==> config.mk <==
export PLATFORM = sky130hd
export DESIGN_NAME = rv32i_decode_top
export DESIGN_NICKNAME = d
export VERILOG_FILES = /design/src/rtl/rv32i_pkg.sv /design/src/rtl/rv32i_decode_top.sv /design/src/rtl/rv32i_decode_stage.sv /design/src/rtl/rv32i_imm_gen.sv /design/src/rtl/rv32i_decoder.sv
export SDC_FILE = /design/constraint.sdc
export NUM_CORES = 1
export LEC_CHECK = 0
export ABC_AREA = 1
export ABC_CLOCK_PERIOD_IN_PS = 3200
export BUFFER_PORTS_ARGS = -buffer_cell sky130_fd_sc_hd__buf_2
export CELL_PAD_IN_SITES_DETAIL_PLACEMENT = 1
export CELL_PAD_IN_SITES_GLOBAL_PLACEMENT = 1
export CORE_MARGIN = 4
export CORE_UTILIZATION = 42
export DETAILED_ROUTE_END_ITERATION = 6
export GPL_TIMING_DRIVEN = 1
export HOLD_SLACK_MARGIN = 0.05
export PLACE_DENSITY = 0.9
export SLEW_MARGIN = 5
export SYNTH_ARGS = -nofsm -noshare
export SYNTH_HDL_FRONTEND = slang
export SYNTH_SLANG_ARGS = --single-unit
export TNS_END_PERCENT = 1
==> constraint.sdc <==
create_clock -name clk_i -period 3.2 [get_ports clk_i]
set_input_delay 0.32 -clock clk_i [delete_from_list [all_inputs] [get_ports clk_i]]
set_output_delay 0.32 -clock clk_i [all_outputs]
set_load 0.005 [all_outputs]
==> src/rtl/rv32i_pkg.sv <==
package rv32i_pkg;

    // Major opcodes accepted by the decoder
    localparam logic [6:0] OPC_OP     = 7'b0110011;
    localparam logic [6:0] OPC_OP_IMM = 7'b0010011;
    localparam logic [6:0] OPC_LOAD   = 7'b0000011;
    localparam logic [6:0] OPC_JALR   = 7'b1100111;
    localparam logic [6:0] OPC_STORE  = 7'b0100011;
    localparam logic [6:0] OPC_BRANCH = 7'b1100011;
    localparam logic [6:0] OPC_LUI    = 7'b0110111;
    localparam logic [6:0] OPC_AUIPC  = 7'b0010111;
    localparam logic [6:0] OPC_JAL    = 7'b1101111;

    // Branch select codes
    localparam logic [2:0] BR_NONE = 3'd0;
    localparam logic [2:0] BR_EQ   = 3'd2;
    localparam logic [2:0] BR_NE   = 3'd3;
    localparam logic [2:0] BR_LT   = 3'd4;  // Also BLTU
    localparam logic [2:0] BR_GE   = 3'd5;  // Also BGEU
    localparam logic [2:0] BR_JAL  = 3'd6;
    localparam logic [2:0] BR_JALR = 3'd7;

    // ALU function codes
    localparam logic [3:0] FN_ADD  = 4'd0;
    localparam logic [3:0] FN_SUB  = 4'd1;
    localparam logic [3:0] FN_SLT  = 4'd2;
    localparam logic [3:0] FN_SLTU = 4'd3;
    localparam logic [3:0] FN_XOR  = 4'd4;
    localparam logic [3:0] FN_OR   = 4'd5;
    localparam logic [3:0] FN_AND  = 4'd6;
    localparam logic [3:0] FN_SLL  = 4'd8;
    localparam logic [3:0] FN_SRA  = 4'd9;
    localparam logic [3:0] FN_SRL  = 4'd10;

    // Control word layout
    localparam int CW_WIDTH    = 26;
    localparam int CW_RD_LSB   = 21;  // 25:21
    localparam int CW_RS2_LSB  = 16;  // 20:16
    localparam int CW_RS1_LSB  = 11;  // 15:11
    localparam int CW_FN_LSB   = 7;   // 10:7
    localparam int CW_WE       = 6;
    localparam int CW_SAVE_PC  = 5;
    localparam int CW_LOAD     = 4;
    localparam int CW_USE_IMM  = 3;
    localparam int CW_MEMW_LSB = 0;   // 2:0, funct3 of load or store

endpackage
==> src/rtl/rv32i_decode_top.sv <==
`timescale 1ns/1ps

module rv32i_decode_top (
    input  logic                           clk_i,
    input  logic                           arst_n_i,
    input  logic                           req_i,
    output logic                           ack_o,
    input  logic [31:0]                    pc_i,
    input  logic [31:0]                    instr_i,
    output logic                           out_req_o,
    input  logic                           out_ack_i,
    output logic [rv32i_pkg::CW_WIDTH-1:0] ctrl_o,
    output logic [2:0]                     branch_sel_o,
    output logic [31:0]                    imm_o,
    output logic                           illegal_o,
    output logic [31:0]                    link_o,
    output logic [31:0]                    target_o,
    output logic [31:0]                    trace_pc_o,
    output logic [31:0]                    trace_instr_o
);

    import rv32i_pkg::*;

    logic [CW_WIDTH-1:0] dec_ctrl;
    logic [2:0]          dec_branch_sel;
    logic                dec_illegal;
    logic [31:0]         dec_imm;

    rv32i_decoder u_decoder (
        .instr_i      (instr_i),
        .ctrl_o       (dec_ctrl),
        .branch_sel_o (dec_branch_sel),
        .illegal_o    (dec_illegal)
    );

    rv32i_imm_gen u_imm_gen (
        .instr_i (instr_i),
        .imm_o   (dec_imm)
    );

    rv32i_decode_stage u_stage (
        .clk_i         (clk_i),
        .arst_n_i      (arst_n_i),
        .req_i         (req_i),
        .ack_o         (ack_o),
        .pc_i          (pc_i),
        .instr_i       (instr_i),
        .ctrl_i        (dec_ctrl),
        .branch_sel_i  (dec_branch_sel),
        .illegal_i     (dec_illegal),
        .imm_i         (dec_imm),
        .out_req_o     (out_req_o),
        .out_ack_i     (out_ack_i),
        .ctrl_o        (ctrl_o),
        .branch_sel_o  (branch_sel_o),
        .imm_o         (imm_o),
        .illegal_o     (illegal_o),
        .link_o        (link_o),
        .target_o      (target_o),
        .trace_pc_o    (trace_pc_o),
        .trace_instr_o (trace_instr_o)
    );

endmodule

==> src/rtl/rv32i_decode_stage.sv <==
`timescale 1ns/1ps

module rv32i_decode_stage (
    input  logic                           clk_i,
    input  logic                           arst_n_i,
    input  logic                           req_i,
    output logic                           ack_o,
    input  logic [31:0]                    pc_i,
    input  logic [31:0]                    instr_i,
    input  logic [rv32i_pkg::CW_WIDTH-1:0] ctrl_i,
    input  logic [2:0]                     branch_sel_i,
    input  logic                           illegal_i,
    input  logic [31:0]                    imm_i,
    output logic                           out_req_o,
    input  logic                           out_ack_i,
    output logic [rv32i_pkg::CW_WIDTH-1:0] ctrl_o,
    output logic [2:0]                     branch_sel_o,
    output logic [31:0]                    imm_o,
    output logic                           illegal_o,
    output logic [31:0]                    link_o,
    output logic [31:0]                    target_o,
    output logic [31:0]                    trace_pc_o,
    output logic [31:0]                    trace_instr_o
);

    logic slot_free;  // Output record may be overwritten
    logic capture;

    assign capture = req_i & ~ack_o & slot_free;

    always_ff @(posedge clk_i or negedge arst_n_i)
    begin
        if (!arst_n_i)
        begin
            ack_o     <= 1'b0;
            out_req_o <= 1'b0;
            slot_free <= 1'b1;
        end
        else
        begin
            if (capture)
                ack_o <= 1'b1;
            else if (!req_i)
                ack_o <= 1'b0;  // Fetch released its request

            if (capture)
                out_req_o <= 1'b1;
            else if (out_ack_i)
                out_req_o <= 1'b0;

            // Free only after execute has completed its four phases
            if (capture)
                slot_free <= 1'b0;
            else if (!out_req_o && !out_ack_i)
                slot_free <= 1'b1;
        end
    end

    always_ff @(posedge clk_i or negedge arst_n_i)
    begin
        if (!arst_n_i)
        begin
            ctrl_o        <= '0;
            branch_sel_o  <= '0;
            imm_o         <= '0;
            illegal_o     <= 1'b0;
            link_o        <= '0;
            target_o      <= '0;
            trace_pc_o    <= '0;
            trace_instr_o <= '0;
        end
        else if (capture)
        begin
            ctrl_o        <= ctrl_i;
            branch_sel_o  <= branch_sel_i;
            imm_o         <= imm_i;
            illegal_o     <= illegal_i;
            link_o        <= pc_i + 32'd4;  // Return address for JAL, JALR
            target_o      <= pc_i + imm_i;  // Branch, JAL and AUIPC result
            trace_pc_o    <= pc_i;
            trace_instr_o <= instr_i;
        end
    end

    out_req_hold: assert property (@(posedge clk_i) disable iff (!arst_n_i)
        out_req_o && !out_ack_i |=> out_req_o);

    record_stable: assert property (@(posedge clk_i) disable iff (!arst_n_i)
        out_req_o |=> $stable({ctrl_o, branch_sel_o, imm_o, illegal_o,
                               link_o, target_o, trace_pc_o, trace_instr_o}));

endmodule

==> src/rtl/rv32i_imm_gen.sv <==
`timescale 1ns/1ps

module rv32i_imm_gen (
    input  logic [31:0] instr_i,
    output logic [31:0] imm_o
);

    import rv32i_pkg::*;

    logic [31:0] imm_i_fmt;
    logic [31:0] imm_s_fmt;
    logic [31:0] imm_b_fmt;
    logic [31:0] imm_u_fmt;
    logic [31:0] imm_j_fmt;

    assign imm_i_fmt = {{20{instr_i[31]}}, instr_i[31:20]};
    assign imm_s_fmt = {{20{instr_i[31]}}, instr_i[31:25], instr_i[11:7]};

    // B and J offsets are in half-words, bit 0 is always zero
    assign imm_b_fmt = {{19{instr_i[31]}}, instr_i[31], instr_i[7],
                        instr_i[30:25], instr_i[11:8], 1'b0};
    assign imm_j_fmt = {{11{instr_i[31]}}, instr_i[31], instr_i[19:12],
                        instr_i[20], instr_i[30:21], 1'b0};

    assign imm_u_fmt = {instr_i[31:12], 12'd0};  // Upper 20 bits

    always_comb
    begin
        case (instr_i[6:0])
            OPC_OP_IMM,
            OPC_LOAD,
            OPC_JALR:
                imm_o = imm_i_fmt;
            OPC_STORE:
                imm_o = imm_s_fmt;
            OPC_BRANCH:
                imm_o = imm_b_fmt;
            OPC_LUI,
            OPC_AUIPC:
                imm_o = imm_u_fmt;
            OPC_JAL:
                imm_o = imm_j_fmt;
            default:
                imm_o = 32'd0;  // R-type and unknown
        endcase
    end

endmodule

==> src/rtl/rv32i_decoder.sv <==
`timescale 1ns/1ps

module rv32i_decoder (
    input  logic [31:0]                    instr_i,
    output logic [rv32i_pkg::CW_WIDTH-1:0] ctrl_o,
    output logic [2:0]                     branch_sel_o,
    output logic                           illegal_o
);

    import rv32i_pkg::*;

    logic       r_type;
    logic       i_type;
    logic       s_type;
    logic       b_type;
    logic       u_type;
    logic       j_type;
    logic       load;       // Load instruction
    logic       jalr;
    logic       save_pc;    // JAL, JALR and AUIPC

    logic [2:0] funct3;
    logic       use_imm;
    logic       we;         // Register file write enable
    logic [3:0] fn_sel;
    logic [2:0] mem_width;
    logic [4:0] rd_addr;
    logic [4:0] rs1_addr;
    logic [4:0] rs2_addr;

    assign funct3 = instr_i[14:12];

    assign use_imm   = i_type | s_type | u_type | j_type;
    assign we        = r_type | i_type | u_type | j_type;
    assign rd_addr   = we ? instr_i[11:7] : 5'd0;
    assign rs1_addr  = (u_type | j_type | illegal_o) ? 5'd0 : instr_i[19:15];
    assign rs2_addr  = illegal_o ? 5'd0 : instr_i[24:20];
    assign mem_width = (s_type | load) ? funct3 : 3'd0;

    always_comb
    begin
        r_type    = 1'b0;
        i_type    = 1'b0;
        s_type    = 1'b0;
        b_type    = 1'b0;
        u_type    = 1'b0;
        j_type    = 1'b0;
        load      = 1'b0;
        jalr      = 1'b0;
        save_pc   = 1'b0;
        illegal_o = 1'b0;
        case (instr_i[6:0])
            OPC_OP:     r_type = 1'b1;
            OPC_OP_IMM: i_type = 1'b1;
            OPC_LOAD:
            begin
                i_type = 1'b1;
                load   = 1'b1;
            end
            OPC_JALR:
            begin
                i_type  = 1'b1;
                jalr    = 1'b1;
                save_pc = 1'b1;
            end
            OPC_STORE:  s_type = 1'b1;
            OPC_BRANCH: b_type = 1'b1;
            OPC_LUI:    u_type = 1'b1;
            OPC_AUIPC:
            begin
                u_type  = 1'b1;
                save_pc = 1'b1;  // rd gets PC plus imm
            end
            OPC_JAL:
            begin
                j_type  = 1'b1;
                save_pc = 1'b1;
            end
            default:    illegal_o = 1'b1;
        endcase
    end

    always_comb
    begin
        branch_sel_o = BR_NONE;
        if (jalr)
            branch_sel_o = BR_JALR;
        else if (j_type)
            branch_sel_o = BR_JAL;
        else if (b_type)
        begin
            case (funct3)
                3'b000:  branch_sel_o = BR_EQ;
                3'b001:  branch_sel_o = BR_NE;
                3'b100:  branch_sel_o = BR_LT;
                3'b101:  branch_sel_o = BR_GE;
                3'b110:  branch_sel_o = BR_LT;  // BLTU, unsigned via FN_SLTU
                3'b111:  branch_sel_o = BR_GE;  // BGEU
                default: branch_sel_o = BR_NONE;
            endcase
        end
    end

    always_comb
    begin
        fn_sel = FN_ADD;  // Loads, stores, jumps, upper imm
        if ((r_type | i_type) & ~load & ~jalr)
        begin
            case (funct3)
                3'b000:  fn_sel = (r_type & instr_i[30]) ? FN_SUB : FN_ADD;
                3'b001:  fn_sel = FN_SLL;
                3'b010:  fn_sel = FN_SLT;
                3'b011:  fn_sel = FN_SLTU;
                3'b100:  fn_sel = FN_XOR;
                3'b101:  fn_sel = instr_i[30] ? FN_SRA : FN_SRL;
                3'b110:  fn_sel = FN_OR;
                default: fn_sel = FN_AND;
            endcase
        end
        else if (b_type)
            fn_sel = (funct3[2:1] == 2'b11) ? FN_SLTU : FN_SUB;
    end

    always_comb
    begin
        ctrl_o                    = '0;
        ctrl_o[CW_RD_LSB +: 5]    = rd_addr;
        ctrl_o[CW_RS2_LSB +: 5]   = rs2_addr;
        ctrl_o[CW_RS1_LSB +: 5]   = rs1_addr;
        ctrl_o[CW_FN_LSB +: 4]    = fn_sel;
        ctrl_o[CW_WE]             = we;
        ctrl_o[CW_SAVE_PC]        = save_pc;
        ctrl_o[CW_LOAD]           = load;
        ctrl_o[CW_USE_IMM]        = use_imm;
        ctrl_o[CW_MEMW_LSB +: 3]  = mem_width;
    end

endmodule

==> impl_metrics.toml, run 1 <==
[outcome]
status = "finished clean"

[hold_path]
worstHoldPathType = "in -> reg"
hold_path_depth = 2

[global_route]
grt.met2_usage_pct = 52.1
grt_use_met3_pct = 4.53
grt_usage_pct = 29.6
busiest_layer = "met2"
grt_max_degree = 143
gr-usage-met1_pct = 37.2
grt_pass1_vias = 11680
grt_pass1_wl_um = 65400
antenna_found_initial = 1
overflow = 0

[logic_synthesis]
netlist_top_cells_area = "dfrtp_1 (45%), nand2_1 (21%), inv_1 (5.3%)"
synthAdderAreaFrac_pct = 3.95
syn_inst = 1455
syn_area_mm2 = 0.0106
synth.area.mux_share_pct = 0.106
ys_async_sr_fraction_pct = 100
synth_top_area_share_pct = 44.7
synth_top_family_by_area = "simple AND/OR/NAND/NOR gates"
yosys.area.top_type = "dfrtp_1"
synthDistinctLibCells = 49
synth-simple-area-share_pct = 33.4
synth_edf_count = 0
synthXorXnorAreaFrac_pct = 1.65
synth_seq_cells = 191
syn_nets = 1556
synthFlopType = "dfrtp_1"
ys_seq_area_share_pct = 45.0
synth_compound_area_share_pct = 8.71
yosys_warnings = 0
avgSynthCellArea_um2 = 7.31

[critical_path]
cp-start-kind = "input port"
critical-path-top-delay-family = "simple AND/OR/NAND/NOR gates"
critPathSlowestCell = "fa_1"
crit_fanout = 4
worstSetupPathDepth = 20
reg2regPathDepth = 5
cpPeakStageDelay_ps = 400
cp_cell_sequence = "buf_2 > nor2_1 > nand2_1 > inv_1 > nand3_1 > o22ai_2 > buf_4 > ha_1 > inv_1 > fa_1 > inv_1 > nand3_1 > nand3_1 > nand2_1 > nand2_1 > nand3_1 > nand3_1 > nand2_1 > nand3_1 > nand2_1"
critPathMostFrequentCell = "nand3_1"
cp.required_ps = 3540
crit_path_end_kind = "register"
arrival_ps = 3260
critPathKind = "in -> reg"
path_buf_inv = 5

[routing]
postRouteAntennaNets = 0
wl_per_cell_um = 20.4
dr.pass1.iters = 5
drc = 0
routed_wl_um = 42200
drt_iter0_drc = 973
via_count = 11202
avgViaCountPerCell = 5.41

[clock_tree]
cts_root_buffer = "clkbuf_16"
clk_path_buf_depth = 2
cts_setup_buffers = 0
h-tree-depth = 4
numClockSinks = 191
clk_pin_slew_ps = 80
cts-buffers-inserted = 17
cts_tree = "done"
clock_latency_ps = 450

[sta]
fmax_mhz = 342
hold_viol_final = 0
drv_slew = 0
finalSetupTns_ps = 0
worstMarginPinSlew_ps = 757
setup_viol = 0
finalCritPeriodShare_pct = 91.4
period_needed_ps = 2930
setup_ws_ps = 274
slew_headroom_pct = 49.6
finalClockSkew_ps = 12.5

[floorplan]
die_area_mm2 = 0.0279
num_rows = 57
ios = 260
die_y_um = 167
start_util_pct = 43.2
core_region_area_mm2 = 0.0246
die_w_um = 167

[placed_design]
dp_slack_ps = -126
dp_cells = 2036
dp_hpwl_um = 32800
place_area_mm2 = 0.0125
gp_congestion = 0.938
port_buffers = 259

[cells_and_area]
layout-drive-gt1-share_pct = 21.1
fin_cells = 2070
fin_nets = 1833
stdcell_area_mm2 = 0.0131
syn2layout_area_growth_pct = 23.5

[pwr]
powerDensity_mw_per_mm2 = 692
p_leak_nw = 7.48
peakVddDrop_v = 0.000752

[run]
maxCapViolations = 0
-- sequential cells by signal (all words and copies together) (netlist names) --
name                   count
u_stage.ack_o              1
u_stage.link_o            30
u_stage.out_req_o          1
u_stage.branch_sel_o       3
u_stage.illegal_o          1
u_stage.ctrl_o            26
u_stage.slot_free          1
u_stage.trace_instr_o     32
u_stage.trace_pc_o        32
u_stage.imm_o             32
u_stage.target_o          32
-- power by group --
group | internal, mW | leakage (nW) | switching [mW]
clock | 1.06 | 0.291 | 1.12
sequential | 3.33 | 2.41 | 0.558
combinational | 1.24 | 4.77 | 1.80
total | 5.62 | 7.48 | 3.48
-- cell families (layout without fill, tap and decap cells) --
group           Yosys count  after routing
simple gates            852            852
other cells               0              1
compound gates          161            161
mux                       1              1
flops                   191            191
fa+ha+maj                33             33
buf+inv                 197            487
xor+xnor                 20             20
-- placed cells by master (no fill, tap or decap), drive strengths merged, types with 2 or more instances in the layout --
cell type	count
a22o	2
clkinv	5
nor2	118
clkbuf	18
o21ai	82
nor3	14
xnor2	13
buf	301
xor2	7
a31oi	9
o211ai	16
or2	5
ha	32
o21a	7
inv	162
o31ai	2
nand2	595
nand3b	10
a21o	2
a21oi	32
o22ai	3
nand3	87
nor4	5
dfrtp	190
nand4	16
o21bai	3
-- cell usage after synthesis, types with 5 or more instances --
master and n:
clkbuf_1 26, nand3_1 85, a31oi_1 9, xnor2_1 13, ha_1 32, o211ai_1 15, nor3_1 10, nand2_2 5
nand2_1 590, xor2_1 7, inv_1 149, o21ai_0 75, o21ai_1 5, a21oi_1 32, dfrtp_1 190, nor2_1 111
buf_2 13, nand3b_1 10, nand4_1 15, o21a_1 7
-- per-stage QoR --
step / utilization [%] / total power, mW / hold slack, ps
after global routing: 53.4 / 9.68 / 97.5
after global placement: 50.9 / 6.79 / 391
after CTS: 53.3 / 9.16 / 85.2
after detailed placement: 50.9 / 6.98 / 403
final: 53.4 / 9.09 / 91.8
after floorplan: - / 5.24 / 24.4
-- worst paths after layout --
check / start / slack, ps / end
worst min register to register: u_stage.trace_pc_o[8] / 470 / u_stage.trace_pc_o[8]
worst max register to register: u_stage.slot_free / 1050 / u_stage.ctrl_o[9]
worst min-delay path: out_ack_i / 90 / u_stage.out_req_o
min in group asynchronous: arst_n_i / 480 / u_stage.trace_instr_o[2]
max in group asynchronous: arst_n_i / 1900 / u_stage.link_o[27]
worst max-delay path: instr_i[2] / 270 / u_stage.target_o[24]
-- final cells by class --
class	count	area, um2
clock inverter	15	159
timing repair buffer	303	1690
sequential	191	4780
multi-input combinational	1067	5100
inverter	152	576
clock buffer	17	425
fill	3236	11500
antenna	1	2.50
tap	324	405
-- per-layer routing --
metal / wire, um / up-vias
li1: - / 5157
met1: 17400 / 5542
met2: 20900 / 394
met3: 2230 / 107
met4: 1570 / 2
met5: 9 / -
-- what timing repair did --
item / in CTS / in global routing
resized for setup: 0 / 2
endpoints found under the hold margin: 69 / 0
hold buffers: 1 / 0
endpoints found under the setup margin: 0 / 1
Note: power is estimated with default switching activity, not from simulation.
==> inputs of run 2 (changes only) <==
Settings changed: PLACE_DENSITY 0.9 to default, PLACE_DENSITY_LB_ADDON from default to 0.1.
==> impl_metrics.toml, run 2 (synthesis results as in run 1) <==
[routing]
drt_iter0_drc = 916
dr.pass1.iters = 5
via_count = 11064
routed_wl_um = 43200
drc = 0
postRouteAntennaNets = 0
avgViaCountPerCell = 5.27
wl_per_cell_um = 20.6

[global_route]
grt_usage_pct = 30.6
grt_pass1_vias = 11617
overflow = 0
antenna_found_initial = 0
grt_max_degree = 143
grt_pass1_wl_um = 67300
busiest_layer = "met2"
grt.met2_usage_pct = 52.0
grt_use_met3_pct = 4.83
gr-usage-met1_pct = 40.4

[critical_path]
timing.rr.end = "u_stage.ctrl_o[9]"
critPathKind = "in -> reg"
arrival_ps = 3290
cpPeakStageDelay_ps = 350
cp-start-kind = "input port"
critPathMostFrequentCell = "nand2_1"
r2r_slack_ps = 1040
reg2regPathDepth = 5
crit_fanout = 8
critPathSlowestCell = "ha_1"
regToRegStartpoint = "u_stage.slot_free"
cp.required_ps = 3530
cp_cell_sequence = "buf_2 > nand2_1 > nor2_1 > nand2_2 > o21ai_2 > nor2_1 > inv_2 > nor2_2 > buf_4 > nor2_1 > ha_1 > nand2_1 > inv_1 > a21oi_1 > nand2_1 > nand2_1 > nand2_1 > xnor2_1 > o21ai_0"
crit_path_end_kind = "register"

[cells_and_area]
final_util_pct = 54.4
fin_nets = 1863
regArea_mm2 = 0.00478
layout_commonest_cell = "nand2_1"
multi_input_area_mm2 = 0.00510
layout-drive-gt1-share_pct = 22.5
most-common-layout-cells = "nand2_1 (590), buf_2 (258), dfrtp_1 (190)"
fillers = 3271
diodes = 0
fin_cells = 2099
stdcell_area_mm2 = 0.0134
syn2layout_area_growth_pct = 25.8

[clock_tree]
cts-buffers-inserted = 17
clk_path_buf_depth = 2
numClockSinks = 191
clock_latency_ps = 450
cts_tree = "done"
cts_root_buffer = "clkbuf_16"
clk_pin_slew_ps = 90
cts_setup_buffers = 0
h-tree-depth = 4

[sta]
drv_slew = 0
finalCritPeriodShare_pct = 92.6
setup_viol = 0
rsz0062_at_grt = "false"
holdWs_ps = 71.7
fmax_mhz = 338
finalSetupTns_ps = 0
hold_viol_final = 0
finalClockSkew_ps = 19.3
worstMarginPinSlew_ps = 802
slew_headroom_pct = 46.6
setup_ws_ps = 237
period_needed_ps = 2960

[outcome]
status = "finished clean"

[floorplan]
die_w_um = 167
core_region_area_mm2 = 0.0246
ios = 260
num_rows = 57
start_util_pct = 43.2
die_y_um = 167
die_area_mm2 = 0.0279

[placed_design]
gp_congestion = 0.931
place_area_mm2 = 0.0128
dp_cells = 2066
dp_slack_ps = -323
port_buffers = 259
dp_hpwl_um = 33500

[hold_path]
holdPathEnd = "u_stage.out_req_o"
hold_path_depth = 2
worstHoldPathType = "in -> reg"
min-delay-start = "out_ack_i"

[pwr]
p_leak_nw = 7.63
powerDensity_mw_per_mm2 = 684
peakVddDrop_v = 0.000716
finalPower_mw = 9.15

[run]
maxCapViolations = 0
-- run 2: changes by cell type in the layout (fill, tap and decap cells not counted), sizes merged --
cell    change
inv         -2
buf        +30
diode       -1
clkbuf      +1
clkinv      +1
-- run 2: metal layers --
metal	part of all wire (%)	wire, um	up-vias
met5	0	0	-
met4	3.3	1410	0
met3	5.0	2150	84
met2	48	20800	318
met1	44	18900	5452
li1	-	-	5210
-- run 2: final cells by class --
class	instances	share of cell area (%)
Inverter	152	4.30
Multi-Input combinational cell	1067	38.1
Tap cell	324	3.03
Sequential cell	191	35.7
Timing Repair Buffer	333	14.3
Clock inverter	14	1.23
Clock buffer	18	3.28
-- run 2: worst max-delay path by stage --
| stage | from | endpoint | slack, ps |
|---|---|---|---|
| after floorplan | instr_i[0] | u_stage.target_o[13] | 700 |
| after global placement | instr_i[5] | u_stage.target_o[15] | -290 |
| after detailed placement | instr_i[0] | u_stage.target_o[15] | -320 |
| after CTS | instr_i[0] | u_stage.target_o[15] | 140 |
| after global routing | instr_i[5] | u_stage.target_o[31] | 40 |
| final | instr_i[0] | u_stage.target_o[15] | 240 |
-- run 2: worst max-delay path: cells and delay by family --
family	cells	cell delay [ps]
AND/OR/NAND/NOR	10	1510
buffers and inverters	4	410
AO/OA/AOI/OAI	3	370
XOR/XNOR	1	310
adder cells (fa/ha/maj)	1	350
-- run 2: power by group --
group / leakage, nW / switching (mW) / total (mW) / internal (mW)
clock network: 0.295 / 1.17 / 2.25 / 1.08
logic: 4.92 / 1.80 / 3.06 / 1.25
registers: 2.41 / 0.518 / 3.84 / 3.33
-- run 2: timing repair --
action / 4_1_cts / 5_1_grt
hold buffers: 1 / 0
endpoints found under the setup margin: 0 / 5
resized for setup: 0 / 3
hold endpoints to repair: 61 / 0
==> inputs of run 3 (changes only) <==
Settings changed: SYNTH_HIERARCHICAL from default to 1.
==> impl_metrics.toml, run 3 <==
[outcome]
status = "finished clean"

[sta]
worstMarginPinSlew_ps = 873
hold_viol_final = 0
rsz0062_at_grt = "false"
finalCritPeriodShare_pct = 87.2
finalClockSkew_ps = 12.3
finalSetupTns_ps = 0
setup_ws_ps = 409
drv_slew = 0
slew_headroom_pct = 41.8
setup_viol = 0
period_needed_ps = 2790
fmax_mhz = 358

[cells_and_area]
layout-drive-gt1-share_pct = 18.3
fin_nets = 1998
multi_input_area_mm2 = 0.00570
fillers = 3635
syn2layout_area_growth_pct = 19.2
layout_commonest_cell = "nand2_1"
regArea_mm2 = 0.00478
diodes = 0
most-common-layout-cells = "nand2_1 (802), buf_2 (258), dfrtp_1 (190)"

[floorplan]
ios = 260
die_y_um = 173
num_rows = 60
core_region_area_mm2 = 0.0269
die_w_um = 173
start_util_pct = 42.5
die_area_mm2 = 0.0299

[critical_path]
cp-start-kind = "input port"
r2r_slack_ps = 1120
reg2regPathDepth = 6
crit_path_end_kind = "register"
arrival_ps = 3110
timing.rr.end = "u_stage/link_o[11]"
critPathKind = "in -> reg"
regToRegStartpoint = "u_stage/slot_free"
crit_fanout = 8
cp.required_ps = 3520

[logic_synthesis]
synthFlopType = "dfrtp_1"
netlist_top_cells_count = "nand2_1 (802), dfrtp_1 (190), inv_1 (175)"
synth_top_area_share_pct = 41.6
syn_nets = 1759
avgSynthCellArea_um2 = 6.89
synth_seq_cells = 191
yosys.area.top_type = "dfrtp_1"
netlist_top_cells_area = "dfrtp_1 (42%), nand2_1 (26%), inv_1 (5.8%)"
syn_inst = 1658
synthAdderAreaFrac_pct = 3.68
synth_compound_area_share_pct = 4.71
synthXorXnorAreaFrac_pct = 2.15
synth-simple-area-share_pct = 39.4
syn_area_mm2 = 0.0114
yosys_warnings = 6
synthDistinctLibCells = 45
yosysMostFrequentCell = "nand2_1"
ys_seq_area_share_pct = 41.9
ys_async_sr_fraction_pct = 100
synth.area.mux_share_pct = 0
synth_top_family_by_area = "simple AND/OR/NAND/NOR gates"
synth_edf_count = 0

[global_route]
grt_usage_pct = 26.9
grt_pass1_wl_um = 65100
antenna_found_initial = 0
grt_pass1_vias = 12250
overflow = 0
grt_max_degree = 158

[clock_tree]
numClockSinks = 191
clock_latency_ps = 440
clk_pin_slew_ps = 80
cts_tree = "done"
cts_resized = 0
h-tree-depth = 4
clk_path_buf_depth = 2
cts-buffers-inserted = 17
cts_setup_buffers = 0
cts_root_buffer = "clkbuf_16"

[hold_path]
worstHoldPathType = "in -> reg"
holdPathEnd = "u_stage/out_req_o"
hold_path_depth = 2
min-delay-start = "out_ack_i"

[routing]
drc = 0
drt_iter0_drc = 553
wl_per_cell_um = 18.1
avgViaCountPerCell = 5.13
via_count = 11551
routed_wl_um = 40700
dr.pass1.iters = 5
postRouteAntennaNets = 0

[pwr]
p_leak_nw = 8.23
peakVddDrop_v = 0.000378
powerDensity_mw_per_mm2 = 641

[run]
maxCapViolations = 0

[placed_design]
dp_hpwl_um = 31000
gp_congestion = 0.892
dp_slack_ps = 56.7
port_buffers = 259
==> run 3: layer usage <==
layer	share of wire, %	vias up	track usage, %	routed length, um
li1	-	5575	-	-
met1	44	5658	34.5	18000
met2	49	264	46.3	19800
met3	4.6	54	4.83	1870
met4	2.5	0	8.55	1020
met5	0	-	0	0
==> run 3: timing repair <==
action	in CTS	in global routing
hold buffers	1	0
endpoints found under the setup margin	0	0
hold endpoints to repair	79	0
==> run 3: kinds of logic after synthesis <==
logic type / after synthesis
XOR/XNOR: 28
adder cells (fa/ha/maj): 33
AO/OA/AOI/OAI: 94
flip-flops: 191
AND/OR/NAND/NOR: 1081
buffers and inverters: 231
==> run 3: stage by stage <==
| stage | std cells | utilization (%) | area, um2 | power [mW] | hold slack (ps) |
|---|---|---|---|---|---|
| after floorplan | 1658 | - | 11400 | 5.09 | 24.4 |
| after global placement | 2218 | 48.4 | 13000 | 6.49 | 430 |
| after detailed placement | 2218 | 48.4 | 13000 | 6.61 | 433 |
| after CTS | 2251 | 50.6 | 13600 | 8.82 | 68.4 |
| after global routing | 2251 | 50.6 | 13600 | 9.37 | 68.2 |
| final | 2251 | 50.6 | 13600 | 8.72 | 76.5 |
==> run 3: worst max-delay path by stage <==
stage,start,endpoint,depth (start not counted)
after global placement,instr_i[4],u_stage/target_o[20],17
after floorplan,instr_i[1],u_stage/target_o[28],16
after CTS,instr_i[4],u_stage/target_o[20],17
after detailed placement,instr_i[4],u_stage/target_o[28],17
after global routing,instr_i[4],u_stage/target_o[20],17
final,instr_i[4],u_stage/target_o[28],17
==> run 3: report_power, final <==
group          switching (mW)  internal, mW  leakage [nW]
Combinational            1.69          1.13          5.50
Clock                    1.13          1.05         0.283
Sequential              0.478          3.25          2.45
==> run 3: cell type report <==
cell class	instances	area share, %
clock inverters	15	1.12
flip-flops and latches	191	35.1
multi-input cells	1236	41.9
clock buffers	17	3.13
well taps	341	3.14
inverters	179	4.97
repair buffers	272	10.6
==> run 3: critical path, stage by stage <==
cell,delay (ps)
buf_2,130
inv_1,80
nand2_2,100
nor2_1,470
nand3_1,140
nand2_1,210
ha_1,300
fa_1,330
nand3_1,120
nand3_1,160
nand3_1,100
nand3_1,200
nand2_1,120
nand2_1,80
nand2_1,50
nand3_1,110
nand2_1,70
